===== src/wiscPkg.sv =====
`default_nettype none

package wiscPkg;

	localparam int dataWidth = 16;
	localparam int regAddrWidth = 3;

	typedef enum logic [4:0] {
		opHalt   = 5'b00000,
		opNop    = 5'b00001,
		opSiic   = 5'b00010,
		opRti    = 5'b00011,
		opJ      = 5'b00100,
		opJr     = 5'b00101,
		opJal    = 5'b00110,
		opJalr   = 5'b00111,
		opAddi   = 5'b01000,
		opSubi   = 5'b01001,
		opXori   = 5'b01010,
		opAndni  = 5'b01011,
		opBeqz   = 5'b01100,
		opBnez   = 5'b01101,
		opBltz   = 5'b01110,
		opBgez   = 5'b01111,
		opSt     = 5'b10000,
		opLd     = 5'b10001,
		opSlbi   = 5'b10010,
		opStu    = 5'b10011,
		opRoli   = 5'b10100,
		opSlli   = 5'b10101,
		opRori   = 5'b10110,
		opSrli   = 5'b10111,
		opLbi    = 5'b11000,
		opBtr    = 5'b11001,
		opShiftR = 5'b11010, // ROL SLL ROR SRL by func
		opArithR = 5'b11011, // ADD SUB XOR ANDN by func
		opSeq    = 5'b11100,
		opSlt    = 5'b11101,
		opSle    = 5'b11110,
		opSco    = 5'b11111
	} opcodeT;

	typedef enum logic [3:0] {
		aluAdd,
		aluSub, // b - a
		aluXor,
		aluAndn,
		aluRol,
		aluSll,
		aluRor,
		aluSrl,
		aluSeq,
		aluSlt,
		aluSle,
		aluSco,
		aluBtr,
		aluLbi,
		aluSlbi,
		aluPassB
	} aluOpT;

	typedef struct packed {
		logic regDst;
		logic aluSrc;
		logic branch;
		logic memRead;
		logic memWrite;
		logic jump;
		logic memToReg;
		logic regWrite;
		logic zeroExtend;
		logic i1Fmt;
		logic halt;
		logic err;
		aluOpT aluOp;
	} ctrlT;

endpackage

`default_nettype wire


===== src/ctrlIf.sv =====
`default_nettype none
`timescale 1ns/1ns

interface ctrlIf;
	import wiscPkg::*;

	ctrlT ctrl; // Decoded levels for the current instruction

	modport dec (
		output ctrl
	);

	modport dp (
		input ctrl
	);

endinterface

`default_nettype wire


===== src/ctrlDecoder.sv =====
`default_nettype none
`timescale 1ns/1ns

module ctrlDecoder (
	input wiscPkg::opcodeT opcode,
	input logic [1:0] func,
	ctrlIf.dec ctl
);
	import wiscPkg::*;

	aluOpT aluOp;

	always_comb
	begin
		case (opcode)
			opAddi, opSt, opLd, opStu: aluOp = aluAdd; // Address calc uses add
			opSubi: aluOp = aluSub;
			opXori: aluOp = aluXor;
			opAndni: aluOp = aluAndn;
			opRoli: aluOp = aluRol;
			opSlli: aluOp = aluSll;
			opRori: aluOp = aluRor;
			opSrli: aluOp = aluSrl;
			opBtr: aluOp = aluBtr;
			opShiftR:
			begin
				case (func)
					2'b00: aluOp = aluRol;
					2'b01: aluOp = aluSll;
					2'b10: aluOp = aluRor;
					default: aluOp = aluSrl;
				endcase
			end
			opArithR:
			begin
				case (func)
					2'b00: aluOp = aluAdd;
					2'b01: aluOp = aluSub;
					2'b10: aluOp = aluXor;
					default: aluOp = aluAndn;
				endcase
			end
			opSeq: aluOp = aluSeq;
			opSlt: aluOp = aluSlt;
			opSle: aluOp = aluSle;
			opSco: aluOp = aluSco;
			opLbi: aluOp = aluLbi;
			opSlbi: aluOp = aluSlbi;
			default: aluOp = aluPassB; // ALU result unused
		endcase
	end

	always_comb
	begin
		ctl.ctrl = '0;
		ctl.ctrl.aluOp = aluOp;
		case (opcode)
			opHalt:
				ctl.ctrl.halt = 1'b1;
			opNop, opSiic, opRti:
			begin
			end
			opAddi, opSubi, opRoli, opSlli, opRori, opSrli:
			begin
				ctl.ctrl.i1Fmt = 1'b1;
				ctl.ctrl.aluSrc = 1'b1;
				ctl.ctrl.regWrite = 1'b1;
			end
			opXori, opAndni:
			begin
				ctl.ctrl.i1Fmt = 1'b1;
				ctl.ctrl.aluSrc = 1'b1;
				ctl.ctrl.regWrite = 1'b1;
				ctl.ctrl.zeroExtend = 1'b1;
			end
			opSt:
			begin
				ctl.ctrl.i1Fmt = 1'b1;
				ctl.ctrl.aluSrc = 1'b1;
				ctl.ctrl.memWrite = 1'b1;
				ctl.ctrl.memRead = 1'b1;
				ctl.ctrl.memToReg = 1'b1;
			end
			opLd:
			begin
				ctl.ctrl.i1Fmt = 1'b1;
				ctl.ctrl.aluSrc = 1'b1;
				ctl.ctrl.memRead = 1'b1;
				ctl.ctrl.memToReg = 1'b1;
				ctl.ctrl.regWrite = 1'b1;
			end
			opStu:
			begin
				ctl.ctrl.i1Fmt = 1'b1;
				ctl.ctrl.aluSrc = 1'b1;
				ctl.ctrl.memWrite = 1'b1;
				ctl.ctrl.memRead = 1'b1;
				ctl.ctrl.regWrite = 1'b1; // Address back to rs
			end
			opBtr, opShiftR, opArithR, opSeq, opSlt, opSle, opSco:
			begin
				ctl.ctrl.regDst = 1'b1;
				ctl.ctrl.regWrite = 1'b1;
			end
			opBeqz, opBnez, opBltz, opBgez:
			begin
				ctl.ctrl.aluSrc = 1'b1;
				ctl.ctrl.branch = 1'b1;
			end
			opLbi:
			begin
				ctl.ctrl.aluSrc = 1'b1;
				ctl.ctrl.regWrite = 1'b1;
			end
			opSlbi:
			begin
				ctl.ctrl.aluSrc = 1'b1;
				ctl.ctrl.regWrite = 1'b1;
				ctl.ctrl.zeroExtend = 1'b1;
			end
			opJ:
				ctl.ctrl.jump = 1'b1;
			opJr:
			begin
				ctl.ctrl.jump = 1'b1;
				ctl.ctrl.aluSrc = 1'b1; // Target from rs
			end
			opJal:
			begin
				ctl.ctrl.jump = 1'b1;
				ctl.ctrl.regWrite = 1'b1;
			end
			opJalr:
			begin
				ctl.ctrl.jump = 1'b1;
				ctl.ctrl.aluSrc = 1'b1;
				ctl.ctrl.regWrite = 1'b1;
			end
			default:
				ctl.ctrl.err = 1'b1;
		endcase
	end

	errNoWrite: assert final (!(ctl.ctrl.err && ctl.ctrl.regWrite));

endmodule

`default_nettype wire


===== src/flat_wrapper.sv =====
// flat-port wrapper written by rule: the top's interface ports become plain ports
module ctrlDecoder_flat import wiscPkg::*;
  (opcode, func, ctl_ctrl);
  ctrlIf ctl_i ();
  input wiscPkg::opcodeT opcode;
  input logic [1:0] func;
  output wire logic [$bits(ctl_i.ctrl)-1:0] ctl_ctrl;
  assign ctl_ctrl = ctl_i.ctrl;
  ctrlDecoder u_core (.opcode(opcode), .func(func), .ctl(ctl_i));
endmodule

===== config.mk =====
export PLATFORM = sky130hd
export DESIGN_NAME = ctrlDecoder_flat
export DESIGN_NICKNAME = d
export VERILOG_FILES = /design/src/wiscPkg.sv /design/src/ctrlIf.sv /design/src/ctrlDecoder.sv /design/src/flat_wrapper.sv
export SDC_FILE = /design/constraint.sdc
export NUM_CORES = 1
export LEC_CHECK = 0
export ABC_AREA = 1
export ABC_CLOCK_PERIOD_IN_PS = 1200
export BUFFER_PORTS_ARGS = -buffer_cell sky130_fd_sc_hd__buf_4
export CAP_MARGIN = 10
export CORE_MARGIN = 10
export CORE_UTILIZATION = 30
export DETAILED_ROUTE_END_ITERATION = 16
export PLACE_DENSITY = 0.54
export SYNTH_ARGS = -nofsm -noshare
export SYNTH_HDL_FRONTEND = slang
export SYNTH_SLANG_ARGS = --single-unit

===== constraint.sdc =====
create_clock -name vclk -period 1.2
set_input_delay 0.12 -clock vclk [all_inputs]
set_output_delay 0.12 -clock vclk [all_outputs]
set_load 0.03 [all_outputs]

==> impl_metrics.csv <==
group,metric,value,unit
logic_synthesis,synth_area,529.3,um2
pwr,vdd_drop_max,0.2923,mV
global_routing,grtUsageTotal,0.1160,
drt,via_per_inst,4.905,
worst_setup_path,cp-end-kind,"output pin",
cells_and_area,fin_nets,152,
cells_and_area,finalNonFillerCells,168,
pwr,p_per_area,480.3,mW/mm2
global_routing,overflow,0,
cells_and_area,layout-drive-gt1-share,0.5804,
worst_setup_path,critPathMaxFanout,6,
worst_setup_path,critPathBufInv,2,
placed_design,place.gp.congestion,0.8719,
worst_setup_path,cp.required,1.08,ns
sta,fin_crit,1.202,ns
cells_and_area,finalCoreUtilization,0.6110,
logic_synthesis,synth_top_area_frac,0.2270,
sta,slew_violations,0,
cells_and_area,area_growth,97.16,%
sta,fin_crit_sh,1.001,
pwr,p_int,0.2055,mW
drt,drtAntennaViolNets,0,
worst_setup_path,cpMaxStageDelayCell,"nor2_4",
cells_and_area,multi_input_comb_area,581.8,um2
floorplanning,die_w,62,um
floorplanning,initial_utilization,0.3099,
logic_synthesis,netlist_top_cells_count,"32 x nand2_1, 19 x nand3_1, 14 x nor2_1, 13 x inv_1, 6 x nor2_2",
floorplanning,die_area,0.003844,mm2
pwr,combPwrFrac,1.000,
logic_synthesis,ys.warnings.count,0,
drt,vias,824,
global_routing,grt_pass1_wl,3532,um
worst_setup_path,cp_slowest_stage_delay,0.19,ns
pwr,power.switching,0.2957,mW
logic_synthesis,avgSynthCellArea,4.811,um2
global_routing,first_global_vias,784,
global_routing,antenna_found_initial,0,
floorplanning,std_cell_rows,15,
logic_synthesis,netlist_instances,110,
pwr,finalPower,0.5012,mW
worst_setup_path,timing.critical_path.mode_cell,"nor2_4",
sta,rsz0062_at_grt,"true",
pwr,switching_share,0.5900,
worst_setup_path,worstPathCellList,"buf_4 -> nor2_4 -> nand3_2 -> nand2_1 -> nor2_4 -> nand3_4 -> nand2_2 -> buf_6",
drt,wire_per_inst,13.39,um
run,cap_viol_max_count,0,
sta,whs,0.5880,ns
logic_synthesis,synthTopCellsByArea,"nand2_1 23%, nand3_1 18%, nor2_1 9.9%",
placed_design,dp.cells,165,
worst_setup_path,startpoint_type,"input port",
status,outcome,"complete, but fails checks",
clock_tree,postCtsHoldBufs,0,
pwr,leakage,0.5634,nW
logic_synthesis,synth_cell_types,21,
hold_path,holdCritPathClass,"in -> out",
worst_setup_path,crit_family,"simple AND/OR/NAND/NOR gates",
sta,setup_violations,1,
cells_and_area,diodes,0,
cells_and_area,regArea,0,um2
pwr,pwr-share-seq,0,
logic_synthesis,yosys.area.top_type,"nand2_1",
logic_synthesis,ys_seq_area_frac,0,
cells_and_area,fillers,173,
logic_synthesis,syn-num-nets,117,
status,violations,"setup timing",
placed_design,numPortBuffers,22,
cells_and_area,seq_cell_count,0,
drt,drt_iter0_drc,10,
floorplanning,coreArea,0.001708,mm2
sta,setup_ws,-0.001763,ns
drt,drc,0,
floorplanning,fp.dieH,62,um
worst_setup_path,cp.depth,8,
placed_design,hpwl,1655,um
drt,drt_first_pass_iters,4,
pwr,p_clk_frac,0,
worst_setup_path,worstPathArrival,1.08,ns
logic_synthesis,yosysMostFrequentCell,"nand2_1",
sta,clock.fmax,832.1,MHz
drt,wl,2249,um
sta,tns,-0.001763,ns
floorplanning,pin_count,23,
worst_setup_path,critical_path_class,"in -> out",
sta,hold_violations,0,
hold_path,holdPathStages,3,
cells_and_area,n_clock_buffer,0,
global_routing,grt_max_degree,11,
[metrics by stage]
stage | setup WS [ns] | cell area, um2
2_1_floorplan | -0.03372 | 543.0
4_1_cts | 0.001009 | 873.3
3_5_place_dp | -0.09576 | 798.3
5_1_grt | -0.05611 | 1044
3_3_place_gp | -0.1160 | 798.3
6_report | -0.001763 | 1044
[cell families (layout without fill, tap and decap cells)]
family                 after synthesis  after routing  synth area share
other                                1              1          0.007085
buffers and inverters               22             54            0.1986
AOI/OAI and AO/OA                    6              6           0.06384
and+or+nand+nor                     81             82            0.7305
[area by class of cell]
| class | instances | area share |
|---|---|---|
| Multi-Input combinational cell | 89 | 0.5576 |
| Timing Repair Buffer | 37 | 0.3297 |
| Inverter | 17 | 0.08273 |
| Tap cell | 25 | 0.02998 |
[final timing paths]
path | from | end | slack, ns
min | opcode[1] | ctl_ctrl[9] | 0.59
max | opcode[0] | ctl_ctrl[1] | -0.002
[layer usage]
| metal | GRT usage | vias to the layer above | part of all wire |
|---|---|---|---|
| met1 | 0.1313 | 377 | 0.40 |
| met2 | 0.2222 | 25 | 0.53 |
| met4 | 0.02229 | 0 | 0.017 |
| li1 | - | 416 | - |
| met5 | 0 | - | 0 |
| met3 | 0.01626 | 6 | 0.061 |
[power by group through the flow]
stage	Clock, mW	Combinational, mW	Sequential, mW
finish	0	0.501	0
global route	0	0.535	0
CTS	0	0.417	0
detailed placement	0	0.388	0
global placement	0	0.388	0
floorplan	0	0.246	0
[timing repair]
item	4_1_cts	5_1_grt
buffers inserted	1	1
gates cloned	1	0
endpoints found under the setup margin	7	8
gates resized for setup	16	45
endpoints found under the hold margin	0	0
pin swaps	8	15
[cells in the final DEF (no fill, tap or decap), types with 2 or more instances in the layout]
master,netlist,layout
a21oi_1,2,2
buf_12,0,2
buf_4,3,24
buf_6,1,11
inv_1,13,10
inv_2,3,3
inv_8,0,2
nand2_1,32,21
nand2_2,2,10
nand2_4,0,3
nand3_1,19,11
nand3_2,2,9
nor2_1,14,11
nor2_2,6,4
nor2_4,2,8
Note: power is estimated with default switching activity, not from simulation.
