--- src/wiscPkg.sv ---
`default_nettype none

package wiscPkg;

	localparam int dataWidth = 16;
	localparam int regAddrWidth = 3;

	typedef enum logic [4:0] {
		opHalt   = 5'b00000,
		opNop    = 5'b00001,
		opSiic   = 5'b00010,
		opRti    = 5'b00011,
		opJ      = 5'b00100,
		opJr     = 5'b00101,
		opJal    = 5'b00110,
		opJalr   = 5'b00111,
		opAddi   = 5'b01000,
		opSubi   = 5'b01001,
		opXori   = 5'b01010,
		opAndni  = 5'b01011,
		opBeqz   = 5'b01100,
		opBnez   = 5'b01101,
		opBltz   = 5'b01110,
		opBgez   = 5'b01111,
		opSt     = 5'b10000,
		opLd     = 5'b10001,
		opSlbi   = 5'b10010,
		opStu    = 5'b10011,
		opRoli   = 5'b10100,
		opSlli   = 5'b10101,
		opRori   = 5'b10110,
		opSrli   = 5'b10111,
		opLbi    = 5'b11000,
		opBtr    = 5'b11001,
		opShiftR = 5'b11010, // ROL SLL ROR SRL by func
		opArithR = 5'b11011, // ADD SUB XOR ANDN by func
		opSeq    = 5'b11100,
		opSlt    = 5'b11101,
		opSle    = 5'b11110,
		opSco    = 5'b11111
	} opcodeT;

	typedef enum logic [3:0] {
		aluAdd,
		aluSub, // b - a
		aluXor,
		aluAndn,
		aluRol,
		aluSll,
		aluRor,
		aluSrl,
		aluSeq,
		aluSlt,
		aluSle,
		aluSco,
		aluBtr,
		aluLbi,
		aluSlbi,
		aluPassB
	} aluOpT;

	typedef struct packed {
		logic regDst;
		logic aluSrc;
		logic branch;
		logic memRead;
		logic memWrite;
		logic jump;
		logic memToReg;
		logic regWrite;
		logic zeroExtend;
		logic i1Fmt;
		logic halt;
		logic err;
		aluOpT aluOp;
	} ctrlT;

endpackage

`default_nettype wire

--- src/regFile.sv ---
`default_nettype none
`timescale 1ns/1ns

module regFile (
	input logic clk,
	input logic [wiscPkg::regAddrWidth-1:0] rdAddrA,
	input logic [wiscPkg::regAddrWidth-1:0] rdAddrB,
	output logic [wiscPkg::dataWidth-1:0] rdDataA,
	output logic [wiscPkg::dataWidth-1:0] rdDataB,
	input logic wrEn,
	input logic [wiscPkg::regAddrWidth-1:0] wrAddr,
	input logic [wiscPkg::dataWidth-1:0] wrData
);
	import wiscPkg::*;

	logic [dataWidth-1:0] regs [2**regAddrWidth];

	// No bypass, a write shows up next cycle
	assign rdDataA = regs[rdAddrA];
	assign rdDataB = regs[rdAddrB];

	always_ff @(posedge clk)
	begin
		if (wrEn)
			regs[wrAddr] <= wrData;
	end

endmodule

`default_nettype wire

--- config.mk ---
export PLATFORM = sky130hd
export DESIGN_NAME = regFile
export DESIGN_NICKNAME = d
export VERILOG_FILES = /design/src/wiscPkg.sv /design/src/regFile.sv
export SDC_FILE = /design/constraint.sdc
export NUM_CORES = 1
export LEC_CHECK = 0
export BUFFER_PORTS_ARGS = -buffer_cell sky130_fd_sc_hd__clkbuf_2
export CORE_MARGIN = 2
export CORE_UTILIZATION = 59
export DETAILED_ROUTE_END_ITERATION = 10
export PLACE_DENSITY_LB_ADDON = 0.3
export SLEW_MARGIN = 40
export SYNTH_ARGS = -nofsm -noshare
export SYNTH_HDL_FRONTEND = slang
export SYNTH_SLANG_ARGS = --single-unit
--- constraint.sdc ---
create_clock -name clk -period 2.45 [get_ports clk]
set_clock_uncertainty 0.1 [all_clocks]
set_input_delay 0.49 -clock clk [delete_from_list [all_inputs] [get_ports clk]]
set_output_delay 0.49 -clock clk [all_outputs]
set_load 0.03 [all_outputs]
==> results.md, run 1 <==
* Outcome: finished with violations
* Failing checks: setup timing
* Worst hold path depth at 1
* Initial antenna violation count at 0
* Worst-path cell chain: mux4_2, mux2_4, buf_8
* DRT iter0 DRCs at 289
* Via density at 6.39
* Post-route insts no fill at 482
* Detailed placement HPWL at 6630 µm
* WS Path Type: reg2out
* Die Area at 0.0111 mm²
* Setup repair after global routing missed its margin: true
* Placed cell count at 446
* Netlist cell types at 12
* Flops & latches, synth at 128
* Crit path DAT at 1.88 ns
* DR WL/cell at 27.0 µm
* Hold Startpoint: wrData[11]
* Register name with the most flops: regs
* Startpoint Class: flip-flop
* Slowest-stage cell, CP: mux4_2
* Clk pwr share at 41.9%
* Hold Path Class: in2reg
* Crit share post-route at 101%
* Worst slew margin at 78.2%
* Setup Total Neg Slack at -0.0268 ns
* # DRC at 0
* CTS Hold Bufs at 0
* CTS tree: yes
* Switching share of power at 21.9%
* CTS Sinks at 128
* Mapped Cells at 255
* Tmin final at 2.47 ns
* Via count at 3,080
* ANT cells at 0
* # fillers at 539
* Final Setup Violations at 2
* Max-cap check violation count at 0
* Vias in the first global route at 3,203
* Post-synth design cell area at 0.00604 mm²
* LEAKAGE at 2.65 nW
* Endpoints failing hold at 0
* Syn nets at 282
* Sequential area share after synthesis at 63.6%
* Fin nets at 363
* Yosys warnings at 0
* Worst Tran Pin Value at 0.328 ns
* Largest net degree at the start of global routing at 33
* P_sw at 1.24 mW
* Die Wd at 105 µm
* Gpl congestion at 0.676
* Worst Hold End: regs[6][11]
* Pins over their slew limit at 0
* Power density over cell area at 756 mW/mm²
* Flip-flop count of the largest register after layout at 128
* Synthesized area per cell at 23.7 µm²
* First-pass GRT wire length at 18,900 µm
* Core Rows at 36
* WL final at 13,000 µm
* Clock-pin slew on the worst setup and hold paths at 0.05 ns
* Clock root buffer: clkbuf_8
* Starting Density at 61.3%
* Crit path capture type: output port
* I/O Buffers at 58
* Die height at 105 µm
* Reg power frac at 44.4%
* Maximum vdd drop at 0.557 mV
* CP Max Fanout at 2
* Hold slack at 0.148 ns
* ANT nets after route at 0
* Deepest clock path buffer count at 2
* Required @ worst endpoint at 1.86 ns
* Top Registers: regs: 128 flops
* Comb pwr share at 13.7%
* Int Power at 4.43 mW
* Total gr overflow at 0
* DP Worst Slack at -0.0452 ns
* Fmax at 404 MHz
* H-tree depth at 4
* Core Area at 0.00986 mm²
* CP peak stage delay at 0.50 ns
* All-Layer GR Usage at 24.4%
* CTS buffer count at 17
* Fin util at 76.2%
* I/O pins at 59
* Slack of the critical path at -0.0224 ns
* Pre-antenna DRT Iters at 4
* Synthesis-to-finish area growth at 24.3%
* Layout cells sized above 1 at 58.2%
[cell usage in the layout, fill, tap and decap left out, types with 3 or more instances in the layout]
| master | count |
|---|---|
| clkbuf_16 | 18 |
| buf_12 | 8 |
| buf_8 | 31 |
| mux4_1 | 3 |
| clkbuf_2 | 24 |
| bufinv_16 | 3 |
| nand2b_1 | 3 |
| mux2_4 | 30 |
| clkinv_2 | 5 |
| clkinvlp_4 | 3 |
| nor2_1 | 6 |
| mux4_2 | 61 |
| edfxtp_1 | 128 |
| buf_4 | 11 |
[logic make-up (layout without fill, tap and decap cells)]
family	after synthesis	after routing	share of synthesized area (%)
DFF	128	128	63.6
muxes	96	96	33.3
and+or+nand+nor	13	13	0.973
buffers and inverters	18	112	2.15
[synthesized netlist by cell type]
| master | count | area share [%] |
|---|---|---|
| buf_1 | 6 | 0.37 |
| buf_6 | 8 | 1.5 |
| clkbuf_1 | 2 | 0.12 |
| clkbuf_2 | 2 | 0.17 |
| edfxtp_1 | 128 | 64 |
| mux2_2 | 32 | 6.0 |
| mux4_1 | 56 | 24 |
| mux4_2 | 8 | 3.0 |
| nand2_1 | 2 | 0.12 |
| nand2b_1 | 3 | 0.31 |
| nor2_1 | 6 | 0.37 |
| nor3_1 | 2 | 0.17 |
[area by class of cell]
| class | instances | area (µm²) | area share [%] |
|---|---|---|---|
| Multi-Input combinational cell | 109 | 1990 | 26.5 |
| Clock inverter | 13 | 145 | 1.93 |
| Sequential cell | 128 | 3840 | 51.2 |
| Clock buffer | 19 | 422 | 5.61 |
| Timing Repair Buffer | 80 | 942 | 12.5 |
| Tap cell | 133 | 166 | 2.21 |
[layer usage]
layer	global-route usage, %	part of all wire (%)	wire [µm]	up-vias
met3	5.69	7.7	1010	6
met5	0	0	0	-
met2	43.1	56	7340	152
met4	7.62	0.48	63	0
li1	-	-	-	1287
met1	30.0	35	4590	1635
[critical path: cells and delay by family, from the launching register on]
family / cells / cell delay (ns)
muxes: 2 / 0.79
DFF: 1 / 0.44
buffers and inverters: 1 / 0.14
[metrics by stage]
stage,power (mW),area (µm²)
after CTS,5.62,7380
final,5.68,7510
after detailed placement,3.12,6600
after global routing,5.85,7510
after global placement,3.10,6600
after floorplan,2.94,6040
[power groups by stage]
stage                     combinational [mW]  clock (mW)  sequential, mW
after global placement                 0.551           0            2.55
after floorplan                        0.389           0            2.55
final                                  0.779        2.38            2.52
after detailed placement               0.562           0            2.56
after CTS                              0.700        2.41            2.52
after global routing                   0.815        2.51            2.53
[repair_timing]
action / 4_1_cts / 5_1_grt
pin swaps: 0 / 0
cloned: 1 / 3
buffers inserted: 0 / 0
setup endpoints to repair: 32 / 32
resized for setup: 122 / 66
hold endpoints to repair: 0 / 0
[worst max-delay path by stage]
stage / start / endpoint / slack (ns) / depth (start not counted)
6_report: regs[2][3] / rdDataB[3] / -0.02 / 3
5_1_grt: regs[2][3] / rdDataB[3] / -0.06 / 3
4_1_cts: regs[5][9] / rdDataB[9] / -0.03 / 3
3_5_place_dp: rdAddrB[0] / rdDataB[9] / -0.05 / 5
3_3_place_gp: rdAddrA[0] / rdDataA[6] / -0.01 / 5
2_1_floorplan: wrAddr[2] / regs[0][0] / 0.14 / 2
Note: power is estimated with default switching activity, not from simulation.
==> run 2: changes to the inputs <==
--- a/config.mk
+++ b/config.mk
@@ -10,6 +10,7 @@
 export CORE_UTILIZATION = 59
 export DETAILED_ROUTE_END_ITERATION = 10
 export PLACE_DENSITY_LB_ADDON = 0.3
+export REMOVE_ABC_BUFFERS = 1
 export SLEW_MARGIN = 40
 export SYNTH_ARGS = -nofsm -noshare
 export SYNTH_HDL_FRONTEND = slang
==> run 2 against run 1 <==
Clock power is 2% higher; sequential cell count did not move; power down 0.13%; the flow still finishes with violations (setup timing); largest power group unchanged; design area down 1.1%; critical path depth up 2.
==> results.md, run 2 (synthesis gave the netlist of run 1 again) <==
* Maximum vdd drop at 0.445 mV
* Commonest cells after routing, fill and taps aside: 128 x edfxtp_1, 47 x mux4_2, 25 x clkbuf_2, 20 x mux2_4, 17 x mux4_1
* Via density at 6.36
* Post-route insts no fill at 478
* I/O Buffers at 58
* Die height at 105 µm
* Required @ worst endpoint at 1.86 ns
* Vias in the first global route at 3,152
* Overall Power at 5.67 mW
* Pins over their slew limit at 0
* Slowest-stage cell, CP: mux4_1
* Placement-stage cell area at 0.00658 mm²
* Clock root buffer: clkbuf_8
* Hold Startpoint: wrData[11]
* GRT met3 Usage at 4.95%
* # DRC at 0
* Failing checks: setup timing
* Synthesis-to-finish area growth at 22.9%
* Die Area at 0.0111 mm²
* Core Area at 0.00986 mm²
* Via count at 3,041
* DP Worst Slack at -0.0383 ns
* DRT iter0 DRCs at 204
* Layout cells sized above 1 at 54.2%
* Power density over cell area at 763 mW/mm²
* Crit path capture type: output port
* ANT nets after route at 0
* CTS buffer count at 17
* Final Cell Area at 0.00743 mm²
* Worst slew margin at 79.4%
* Clock-pin slew on the worst setup and hold paths at 0.06 ns
* Endpoints failing hold at 0
* Total gr overflow at 0
* Worst Hold End: regs[2][11]
* Deepest clock path buffer count at 2
* Top Registers: regs: 128 flops
* First-pass GRT wire length at 18,900 µm
* # fillers at 540
* WS Path Type: in2out
* Area of the multi-input gates at 0.00201 mm²
* CP Max Fanout at 23
* Fin util at 75.3%
* Hold slack at 0.164 ns
* Starting Density at 61.3%
* H-tree depth at 4
* DR WL/cell at 26.1 µm
* Fmax at 401 MHz
* Crit share post-route at 102%
* Die Wd at 105 µm
* Post-CTS Setup Bufs at 0
* Max-cap check violation count at 0
* Register area at 0.00384 mm²
* Tmin final at 2.49 ns
* CTS Sinks at 128
* M2 GR Usage at 39.4%
* Pre-antenna DRT Iters at 4
* GR peak layer: met2
* ANT cells at 0
* Commonest non-fill, non-tap cell in the layout: edfxtp_1
* All-Layer GR Usage at 24.3%
* CTS tree: yes
* Flip-flop count of the largest register after layout at 128
* M1 GR Usage at 33.7%
* Final Setup Violations at 10
* Worst hold path depth at 1
* Outcome: finished with violations
* Placed cell count at 444
* Crit path DAT at 1.90 ns
* Detailed placement HPWL at 6250 µm
* Largest net degree at the start of global routing at 33
* Core Rows at 36
* Setup Total Neg Slack at -0.147 ns
* Initial antenna violation count at 0
* Slack of the critical path at -0.0426 ns
* I/O pins at 59
* Startpoint Class: input pin
* Setup repair after global routing missed its margin: true
* Worst Tran Pin Value at 0.309 ns
* Fin nets at 359
* Gpl congestion at 0.665
* WL final at 12,500 µm
* CP peak stage delay at 0.59 ns
* Hold Path Class: in2reg
* LEAKAGE at 2.62 nW
* Worst-path cell chain: clkbuf_2, buf_12, mux4_1, mux2_2, clkbuf_4
* Register name with the most flops: regs
-- run 2: cell count changes in the layout (fill, tap and decap cells not counted), sizes merged --
cell and change:
buf -16, clkbuf +10, clkinv +2
-- run 2: metal layers --
metal  up-vias  wire length [µm]
li1       1293                 -
met1      1575              4770
met2       163              6600
met3        10               998
met4         0                99
met5         -                 0
-- run 2: final cells by class --
cell class,instances,share of cell area [%]
sequential,128,51.7
multi-input combinational,109,27.0
timing repair buffer,76,11.1
clock buffer,17,5.57
clock inverter,15,2.29
tap,133,2.24
-- run 2: repair_timing --
action,in CTS,in global routing
resized for setup,93,53
endpoints found under the setup margin,31,31
gates cloned,2,0
hold buffers,0,0
-- run 2: worst max-delay path: cells and delay by family --
family	cells	cell delay (ns)
mux	2	0.88
buf+inv	3	0.51
-- run 2: how the worst max path moves through the flow --
stage               startpoint     endpoint  slack [ns]  cells past startpoint
finish              rdAddrB[0]   rdDataB[3]       -0.04                      5
global route        regs[1][8]   rdDataB[8]       -0.07                      3
CTS                 rdAddrB[0]   rdDataB[3]       -0.04                      5
detailed placement  rdAddrA[0]  rdDataA[14]       -0.04                      5
global placement    rdAddrB[0]   rdDataB[4]       -0.02                      5
floorplan            wrAddr[2]   regs[0][0]        0.14                      2
-- run 2: power breakdown --
group / internal [mW] / switching, mW / leakage (nW) / total (mW)
Sequential: 2.49 / 0.0315 / 1.16 / 2.52
Combinational: 0.376 / 0.347 / 1.18 / 0.723
Clock: 1.54 / 0.890 / 0.279 / 2.43
Total: 4.40 / 1.27 / 2.62 / 5.67
