`config.mk`:
```
export PLATFORM = sky130hd
export DESIGN_NAME = nextPcUnit_flat
export DESIGN_NICKNAME = d
export VERILOG_FILES = /design/src/wiscPkg.sv /design/src/ctrlIf.sv /design/src/nextPcUnit.sv /design/src/flat_wrapper.sv
export SDC_FILE = /design/constraint.sdc
export NUM_CORES = 1
export LEC_CHECK = 0
export BUFFER_PORTS_ARGS = -buffer_cell sky130_fd_sc_hd__buf_4
export CAP_MARGIN = 30
export CORE_MARGIN = 2
export CORE_UTILIZATION = 40
export CTS_CLUSTER_DIAMETER = 120
export DETAILED_ROUTE_END_ITERATION = 10
export PLACE_DENSITY = 0.62
export SYNTH_ARGS = -nofsm -noshare
export SYNTH_HDL_FRONTEND = slang
export SYNTH_SLANG_ARGS = --single-unit
```
`constraint.sdc`:
```
create_clock -name clk -period 4 [get_ports clk]
set_input_delay 0 -clock clk [delete_from_list [all_inputs] [get_ports clk]]
set_output_delay 0 -clock clk [all_outputs]
set_load 0.1 [all_outputs]
```
`src/wiscPkg.sv`:
```
`default_nettype none

package wiscPkg;

	localparam int dataWidth = 16;
	localparam int regAddrWidth = 3;

	typedef enum logic [4:0] {
		opHalt   = 5'b00000,
		opNop    = 5'b00001,
		opSiic   = 5'b00010,
		opRti    = 5'b00011,
		opJ      = 5'b00100,
		opJr     = 5'b00101,
		opJal    = 5'b00110,
		opJalr   = 5'b00111,
		opAddi   = 5'b01000,
		opSubi   = 5'b01001,
		opXori   = 5'b01010,
		opAndni  = 5'b01011,
		opBeqz   = 5'b01100,
		opBnez   = 5'b01101,
		opBltz   = 5'b01110,
		opBgez   = 5'b01111,
		opSt     = 5'b10000,
		opLd     = 5'b10001,
		opSlbi   = 5'b10010,
		opStu    = 5'b10011,
		opRoli   = 5'b10100,
		opSlli   = 5'b10101,
		opRori   = 5'b10110,
		opSrli   = 5'b10111,
		opLbi    = 5'b11000,
		opBtr    = 5'b11001,
		opShiftR = 5'b11010, // ROL SLL ROR SRL by func
		opArithR = 5'b11011, // ADD SUB XOR ANDN by func
		opSeq    = 5'b11100,
		opSlt    = 5'b11101,
		opSle    = 5'b11110,
		opSco    = 5'b11111
	} opcodeT;

	typedef enum logic [3:0] {
		aluAdd,
		aluSub, // b - a
		aluXor,
		aluAndn,
		aluRol,
		aluSll,
		aluRor,
		aluSrl,
		aluSeq,
		aluSlt,
		aluSle,
		aluSco,
		aluBtr,
		aluLbi,
		aluSlbi,
		aluPassB
	} aluOpT;

	typedef struct packed {
		logic regDst;
		logic aluSrc;
		logic branch;
		logic memRead;
		logic memWrite;
		logic jump;
		logic memToReg;
		logic regWrite;
		logic zeroExtend;
		logic i1Fmt;
		logic halt;
		logic err;
		aluOpT aluOp;
	} ctrlT;

endpackage

`default_nettype wire

```
`src/ctrlIf.sv`:
```
`default_nettype none
`timescale 1ns/1ns

interface ctrlIf;
	import wiscPkg::*;

	ctrlT ctrl; // Decoded levels for the current instruction

	modport dec (
		output ctrl
	);

	modport dp (
		input ctrl
	);

endinterface

`default_nettype wire

```
`src/nextPcUnit.sv`:
```
`default_nettype none
`timescale 1ns/1ns

module nextPcUnit (
	input logic clk,
	input logic rstN,
	input logic run,
	ctrlIf.dp ctl,
	input logic [1:0] brCond,
	input logic [wiscPkg::dataWidth-1:0] rsVal,
	input logic [wiscPkg::dataWidth-1:0] immVal,
	input logic [10:0] disp,
	output logic [wiscPkg::dataWidth-1:0] pc,
	output logic [wiscPkg::dataWidth-1:0] pcPlus2,
	output logic halted,
	output logic err
);
	import wiscPkg::*;

	logic taken;
	logic stop;
	logic [dataWidth-1:0] dispExt;
	logic [dataWidth-1:0] nextPc;

	assign pcPlus2 = pc + 16'd2;
	assign dispExt = {{(dataWidth-11){disp[10]}}, disp};
	assign stop = ctl.ctrl.halt || ctl.ctrl.err;

	always_comb
	begin
		case (brCond) // Low opcode bits
			2'b00: taken = (rsVal == '0);
			2'b01: taken = (rsVal != '0);
			2'b10: taken = rsVal[dataWidth-1];
			default: taken = !rsVal[dataWidth-1];
		endcase
	end

	always_comb
	begin
		if (ctl.ctrl.jump)
			nextPc = ctl.ctrl.aluSrc ? rsVal + immVal : pcPlus2 + dispExt;
		else if (ctl.ctrl.branch && taken)
			nextPc = pcPlus2 + immVal;
		else
			nextPc = pcPlus2;
	end

	always_ff @(posedge clk)
	begin
		if (!rstN)
		begin
			pc <= '0;
			halted <= 1'b0;
			err <= 1'b0;
		end
		else if (run && !halted)
		begin
			if (stop)
			begin
				halted <= 1'b1; // PC stays on the stopping instruction
				err <= ctl.ctrl.err;
			end
			else
				pc <= nextPc;
		end
	end

	pcEven: assert property (@(posedge clk) disable iff (!rstN) !pc[0]);

endmodule

`default_nettype wire

```
`src/flat_wrapper.sv`:
```
// flat-port wrapper written by rule: the top's interface ports become plain ports
module nextPcUnit_flat import wiscPkg::*;
  (clk, rstN, run, brCond, rsVal, immVal, disp, pc, pcPlus2, halted, err, ctl_ctrl);
  ctrlIf ctl_i ();
  input logic clk;
  input logic rstN;
  input logic run;
  input logic [1:0] brCond;
  input logic [wiscPkg::dataWidth-1:0] rsVal;
  input logic [wiscPkg::dataWidth-1:0] immVal;
  input logic [10:0] disp;
  output logic [wiscPkg::dataWidth-1:0] pc;
  output logic [wiscPkg::dataWidth-1:0] pcPlus2;
  output logic halted;
  output logic err;
  input wire logic [$bits(ctl_i.ctrl)-1:0] ctl_ctrl;
  assign ctl_i.ctrl = ctl_ctrl;
  nextPcUnit u_core (.clk(clk), .rstN(rstN), .run(run), .ctl(ctl_i), .brCond(brCond), .rsVal(rsVal), .immVal(immVal), .disp(disp), .pc(pc), .pcPlus2(pcPlus2), .halted(halted), .err(err));
endmodule
```
==> impl_metrics.env, run 1 <==
export IMPL_vias=3663
export IMPL_synth_top_area_cell="ha_1"
export IMPL_fp_dieW_um=96.14
export IMPL_fillerInstances=813
export IMPL_status="finished, final reports clean"
export IMPL_crit_path_top_delay_cell="dfxtp_4"
export IMPL_yosysMostFrequentCell="ha_1"
export IMPL_cts_tree="built"
export IMPL_ys_ff_latch=18
export IMPL_grt_pass1_wl_mm=16.97
export IMPL_rr_startpoint="u_core.pc[1]$_SDFFE_PN0P_"
export IMPL_final_util=0.5345
export IMPL_crit_path_end_kind="flip-flop"
export IMPL_fin_skew_ns=0.003365
export IMPL_p_total_uw=864.5
export IMPL_dp_hpwl_mm=8.943
export IMPL_path_clk_slew_ns=0.08
export IMPL_drt_iter0_markers=169
export IMPL_peakVddDrop_v=0.0001227
export IMPL_cts_buffers=3
export IMPL_syn_nets=570
export IMPL_postRouteAntennaNets=0
export IMPL_drt_vias_per_instance=5.769
export IMPL_clock_path_buffers=2
export IMPL_h_tree_depth=1
export IMPL_seq_area_frac_synth=0.1061
export IMPL_syn_area_per_cell_um2=7.529
export IMPL_reg2reg_to="u_core.pc[15]$_SDFFE_PN0P_"
export IMPL_post_synth_top_area_fraction=0.1916
export IMPL_r2r_cells=14
export IMPL_fin_crit_ns=3.664
export IMPL_worst_pin_slew_ns=0.7039
export IMPL_p_leak_nw=1.998
export IMPL_drv_cap=0
export IMPL_core_mm2=0.008217
export IMPL_ys_types=57
export IMPL_cp_max_fo=7
export IMPL_cts_resized=0
export IMPL_n_antenna_cell=0
export IMPL_area_delta_synth_final_pct=29.33
export IMPL_timing_fmax_mhz=272.9
export IMPL_final_hold_violation_count=0
export IMPL_instances_no_fill=635
export IMPL_r2r_slack_ns=0.34
export IMPL_clock_sinks=18
export IMPL_finalSetupTns_ns=0
export IMPL_gr_total_overflow=0
export IMPL_required_ns=4.14
export IMPL_gp_congestion=0.8631
export IMPL_placed_cells=631
export IMPL_finish_net_count=650
export IMPL_crit_arrival_ns=3.81
export IMPL_critPathKind="flip-flop to flip-flop"
export IMPL_cp_endpoint="u_core.pc[15]$_SDFFE_PN0P_"
export IMPL_critPathLaunchType="flip-flop"
export IMPL_setup_violations=0
export IMPL_grt_usage=0.2357
export IMPL_clk_latency_ns=0.26
export IMPL_rows=33
export IMPL_holdWs_ns=0.01267
export IMPL_firstDrtPassIters=5
export IMPL_post_drt_wl_per_cell_um=16.94
export IMPL_syn_inst=451
export IMPL_synthArstFlopShare=0
export IMPL_slew_headroom=0.5296
export IMPL_drv_slew=0
export IMPL_drive_gt1_frac=0.2321
export IMPL_synth_edff_count=0
export IMPL_antenna_found_initial=0
export IMPL_path_cells="ha_1 > and3_1 > nand4_1 > xnor2_4 > ha_1 > a21o_1 > a21o_1 > a311oi_1 > nor2_1 > a21oi_1 > mux2i_1 > xor2_1 > mux2i_1 > a211oi_1"
export IMPL_hp_class="input port to flip-flop"
export IMPL_synth_area_mm2=0.003396
export IMPL_wl_mm=10.76
export IMPL_die_area_mm2=0.009242
export IMPL_synthTopCellsByCount="ha_1, a21oi_1, nand2_1"
export IMPL_grt_pass1_vias=3476
export IMPL_critPathMaxStageDelay_ns=0.39
export IMPL_remaining_drc_errors=0
export IMPL_die_h_um=96.14
export IMPL_synth_main_ff_cell="dfxtp_1"
export IMPL_grt_start_max_net_pins=25
export IMPL_synth_area_leaders="ha_1, dfxtp_1, a21oi_1, xor2_1, xnor2_1"
export IMPL_powerDensity_mw_per_mm2=196.8
export IMPL_cts_root_buf="clkbuf_8"
export IMPL_startpoint="u_core.pc[1]$_SDFFE_PN0P_"
export IMPL_ys_warn_count=0
export IMPL_post_cts_buffers=0
export IMPL_io_buffers=86
export IMPL_cts_hold_buf=0
export IMPL_rsz0062_at_grt="no"
export IMPL_fin_crit_sh=0.9161
export IMPL_io_pins=98
export IMPL_initial_utilization=0.4133
## flip-flops by register name, summed over array words and instances, names as in the netlist
signal / count
u_core.pc: 16
u_core.err: 1
u_core.halted: 1
## worst min path at each step
stage | from | end | slack [ns] | depth (start not counted)
after floorplan | ctl_ctrl[4] | u_core.err$_SDFFE_PN0P_ | 0.16 | 2
after detailed placement | ctl_ctrl[4] | u_core.err$_SDFFE_PN0P_ | 0.28 | 3
after global routing | rstN | u_core.pc[7]$_SDFFE_PN0P_ | 0.02 | 2
after CTS | ctl_ctrl[4] | u_core.err$_SDFFE_PN0P_ | 0.003 | 3
final | ctl_ctrl[4] | u_core.err$_SDFFE_PN0P_ | 0.01 | 3
after global placement | ctl_ctrl[4] | u_core.err$_SDFFE_PN0P_ | 0.28 | 3
## layout make-up
| type | count | area [um^2] | area share |
|---|---|---|---|
| Clock buffer | 4 | 45.04 | 0.01026 |
| Tap cell | 105 | 131.4 | 0.02991 |
| Sequential cell | 18 | 387.9 | 0.08832 |
| Timing Repair Buffer | 88 | 660.6 | 0.1504 |
| Multi-Input combinational cell | 410 | 3129 | 0.7125 |
| Inverter | 10 | 37.54 | 0.008547 |
## metrics by stage
| step | worst slack, ns | cell area, um^2 |
|---|---|---|
| after floorplan | 0.01403 | 3625 |
| after global placement | 0.4865 | 4347 |
| after detailed placement | 0.3474 | 4347 |
| after CTS | 0.3210 | 4392 |
| after global routing | 0.1098 | 4392 |
| final | 0.3357 | 4392 |
## placed cells by master (no fill, tap or decap), types with 3 or more instances in the layout
cell / n
dfxtp_1: 8
clkbuf_8: 3
fa_1: 3
xnor2_4: 7
o21bai_1: 8
nand2b_1: 3
o31ai_1: 4
mux2i_1: 4
and4_1: 4
and3_1: 4
o21ai_1: 5
dfxtp_2: 4
nor3_1: 10
inv_1: 10
o21a_1: 4
dfxtp_4: 6
a21o_1: 16
o211ai_1: 21
a211o_1: 4
nand3_1: 14
xnor2_2: 3
a211oi_1: 16
ha_1: 52
o21ai_0: 29
nand4_1: 3
xor2_1: 20
a21oi_1: 44
xnor2_1: 12
nor2_1: 33
buf_4: 88
a2111oi_0: 3
nand2_1: 42
nor2b_1: 4
## power breakdown
part	internal (mW)	leakage, nW	switching [mW]
Clock	0.0710	0.0228	0.0719
Combinational	0.197	1.82	0.326
Sequential	0.185	0.153	0.0141
Total	0.453	2.00	0.412
## kinds of logic (layout without fill, tap and decap cells)
| logic type | count (synthesis) | count (layout) | synth area share |
|---|---|---|---|
| fa+ha+maj | 55 | 55 | 0.2093 |
| flops | 18 | 18 | 0.1061 |
| compound gates | 179 | 179 | 0.3497 |
| simple gates | 127 | 127 | 0.1754 |
| xor+xnor | 45 | 45 | 0.1161 |
| buf+inv | 23 | 102 | 0.03169 |
| mux | 4 | 4 | 0.01179 |
## worst max-delay path, delay by kind of cell, from the launching register on
kind / cells / cell delay (ns)
mux: 2 / 0.58
flops: 1 / 0.39
xor+xnor: 2 / 0.48
fa+ha+maj: 2 / 0.62
simple gates: 3 / 0.62
compound gates: 5 / 0.85
## routing by layer
metal	vias up	track usage	share of wire
li1	1871	-	-
met1	1698	0.2885	0.43
met2	78	0.4363	0.51
met3	16	0.02741	0.037
met4	0	0.05357	0.019
met5	-	0	0
No activity file was read; power rests on OpenSTA's default activity.
==> run 2, diff against run 1 <==
BUFFER_PORTS_ARGS = -buffer_cell sky130_fd_sc_hd__buf_2   (was -buffer_cell sky130_fd_sc_hd__buf_4)
==> run 2 against run 1 <==
Net effect: die area stayed put; critical path type unchanged; global-route usage is 0.72 points lower; sequential share of layout area is 0.46 points higher; total power is 3.0% lower.
==> impl_metrics.env, run 2 (synthesized netlist as in run 1, its figures left out) <==
export IMPL_hp_class="input port to flip-flop"
export IMPL_cp_max_fo=7
export IMPL_crit_path_end_kind="flip-flop"
export IMPL_r2r_cells=13
export IMPL_fp_dieW_um=96.14
export IMPL_status="finished, final reports clean"
export IMPL_ff_latch_area_um2=387.9
export IMPL_path_clk_slew_ns=0.08
export IMPL_setup_violations=0
export IMPL_final_hold_violation_count=0
export IMPL_internal_power_uw=430.0
export IMPL_gp_congestion=0.8919
export IMPL_rsz0062_at_grt="no"
export IMPL_required_ns=4.17
export IMPL_initial_utilization=0.4133
export IMPL_fin_crit_sh=0.8884
export IMPL_slew_headroom=0.5250
export IMPL_reg2reg_to="u_core.pc[14]$_SDFFE_PN0P_"
export IMPL_timing_fmax_mhz=281.4
export IMPL_finalSetupTns_ns=0
export IMPL_fin_skew_ns=0.005482
export IMPL_cts_hold_buf=0
export IMPL_instances_no_fill=635
export IMPL_clock_path_buffers=2
export IMPL_rr_startpoint="u_core.pc[1]$_SDFFE_PN0P_"
export IMPL_io_pins=98
export IMPL_drt_vias_per_instance=5.627
export IMPL_die_h_um=96.14
export IMPL_io_buffers=86
export IMPL_n_antenna_cell=0
export IMPL_crit_arrival_ns=3.72
export IMPL_clock_sinks=18
export IMPL_critPathKind="flip-flop to flip-flop"
export IMPL_grt_start_max_net_pins=30
export IMPL_final_common_cell="buf_2"
export IMPL_post_drt_wl_per_cell_um=16.31
export IMPL_post_cts_buffers=0
export IMPL_postRouteAntennaNets=0
export IMPL_drv_slew=0
export IMPL_pwr_share_seq=0.237
export IMPL_firstDrtPassIters=4
export IMPL_fin_crit_ns=3.553
export IMPL_placed_cells=631
export IMPL_netSwitchingPower_uw=408.4
export IMPL_gr_total_overflow=0
export IMPL_powerDensity_mw_per_mm2=200.7
export IMPL_cp_endpoint="u_core.pc[14]$_SDFFE_PN0P_"
export IMPL_top_regs="u_core.pc x16, u_core.err x1, u_core.halted x1"
export IMPL_drv_cap=0
export IMPL_grt_usage=0.2285
export IMPL_clk_latency_ns=0.26
export IMPL_fillerInstances=858
export IMPL_core_mm2=0.008217
export IMPL_mostFrequentLayoutCells="buf_2, ha_1, a21oi_1, nand2_1, nor2_1"
export IMPL_rows=33
export IMPL_dp_hpwl_mm=8.651
export IMPL_startpoint="u_core.pc[1]$_SDFFE_PN0P_"
export IMPL_critPathLaunchType="flip-flop"
export IMPL_p_leak_nw=1.952
export IMPL_r2r_slack_ns=0.45
export IMPL_h_tree_depth=1
export IMPL_clkPwrFrac=0.168
export IMPL_cts_resized=0
export IMPL_largest_reg_flops=16
export IMPL_wl_mm=10.36
export IMPL_combinationalPowerShare=0.595
export IMPL_grt_pass1_wl_mm=16.57
export IMPL_vias=3573
export IMPL_finish_net_count=650
export IMPL_remaining_drc_errors=0
export IMPL_p_sw_frac=0.4871
export IMPL_area_delta_synth_final_pct=22.99
export IMPL_drt_iter0_markers=99
export IMPL_top_register="u_core.pc"
export IMPL_final_util=0.5083
export IMPL_drive_gt1_frac=0.2321
export IMPL_multi_input_area_mm2=0.003129
export IMPL_cts_root_buf="clkbuf_8"
export IMPL_antenna_found_initial=0
export IMPL_worst_pin_slew_ns=0.7108
export IMPL_peakVddDrop_v=0.0001321
export IMPL_cts_tree="built"
export IMPL_cts_buffers=3
export IMPL_die_area_mm2=0.009242
export IMPL_grt_pass1_vias=3395
## run 2: power groups by stage
stage	clock, mW	combinational (mW)	sequential (mW)
CTS	0.143	0.501	0.199
global placement	0	0.494	0.202
detailed placement	0	0.498	0.203
global route	0.150	0.548	0.200
floorplan	0	0.329	0.254
finish	0.141	0.499	0.198
## run 2: worst min-delay path by stage
stage                     slack, ns                    endpoint         from  depth (start not counted)
final                          0.01     u_core.err$_SDFFE_PN0P_  ctl_ctrl[4]                          3
after global routing           0.03  u_core.halted$_SDFFE_PN0P_          run                          3
after CTS                      0.01     u_core.err$_SDFFE_PN0P_  ctl_ctrl[4]                          3
after detailed placement       0.29     u_core.err$_SDFFE_PN0P_  ctl_ctrl[4]                          3
after global placement         0.28  u_core.halted$_SDFFE_PN0P_          run                          3
after floorplan                0.16     u_core.err$_SDFFE_PN0P_  ctl_ctrl[4]                          2
## run 2: layout make-up
class                           count  area share
Tap cell                          105     0.03146
Inverter                           10    0.008987
Timing Repair Buffer               88      0.1067
Multi-Input combinational cell    410      0.7492
Clock buffer                        4     0.01078
Sequential cell                    18     0.09287
## run 2: critical path: stages (launching register included)
cell       delay, ns
dfxtp_4         0.39
ha_1            0.27
nand2_1         0.16
xnor2_4         0.22
ha_1            0.32
a21o_1          0.20
a211o_1         0.29
a21o_1          0.18
a2111oi_0       0.54
o31ai_1         0.16
xor2_1          0.16
o21ai_0         0.09
o21bai_1        0.19
a221oi_1        0.28
## run 2: per-layer routing
layer | GRT usage | wire [um] | share of wire | vias to the layer above
li1 | - | - | - | 1879
met1 | 0.2872 | 4661 | 0.45 | 1616
met2 | 0.4184 | 5164 | 0.50 | 64
met3 | 0.03054 | 372 | 0.036 | 14
met4 | 0.03690 | 158 | 0.015 | 0
met5 | 0 | 0 | 0 | -
## run 2: stage by stage
step | total power [mW] | cell area (um^2) | setup slack (ns) | hold WS [ns]
after global placement | 0.6962 | 4131 | 0.4954 | 0.2838
after detailed placement | 0.7009 | 4131 | 0.4511 | 0.2887
after floorplan | 0.5826 | 3625 | 0.01403 | 0.1605
final | 0.8384 | 4177 | 0.4465 | 0.01075
after global routing | 0.8979 | 4177 | 0.04775 | 0.03042
after CTS | 0.8427 | 4177 | 0.4108 | 0.01062
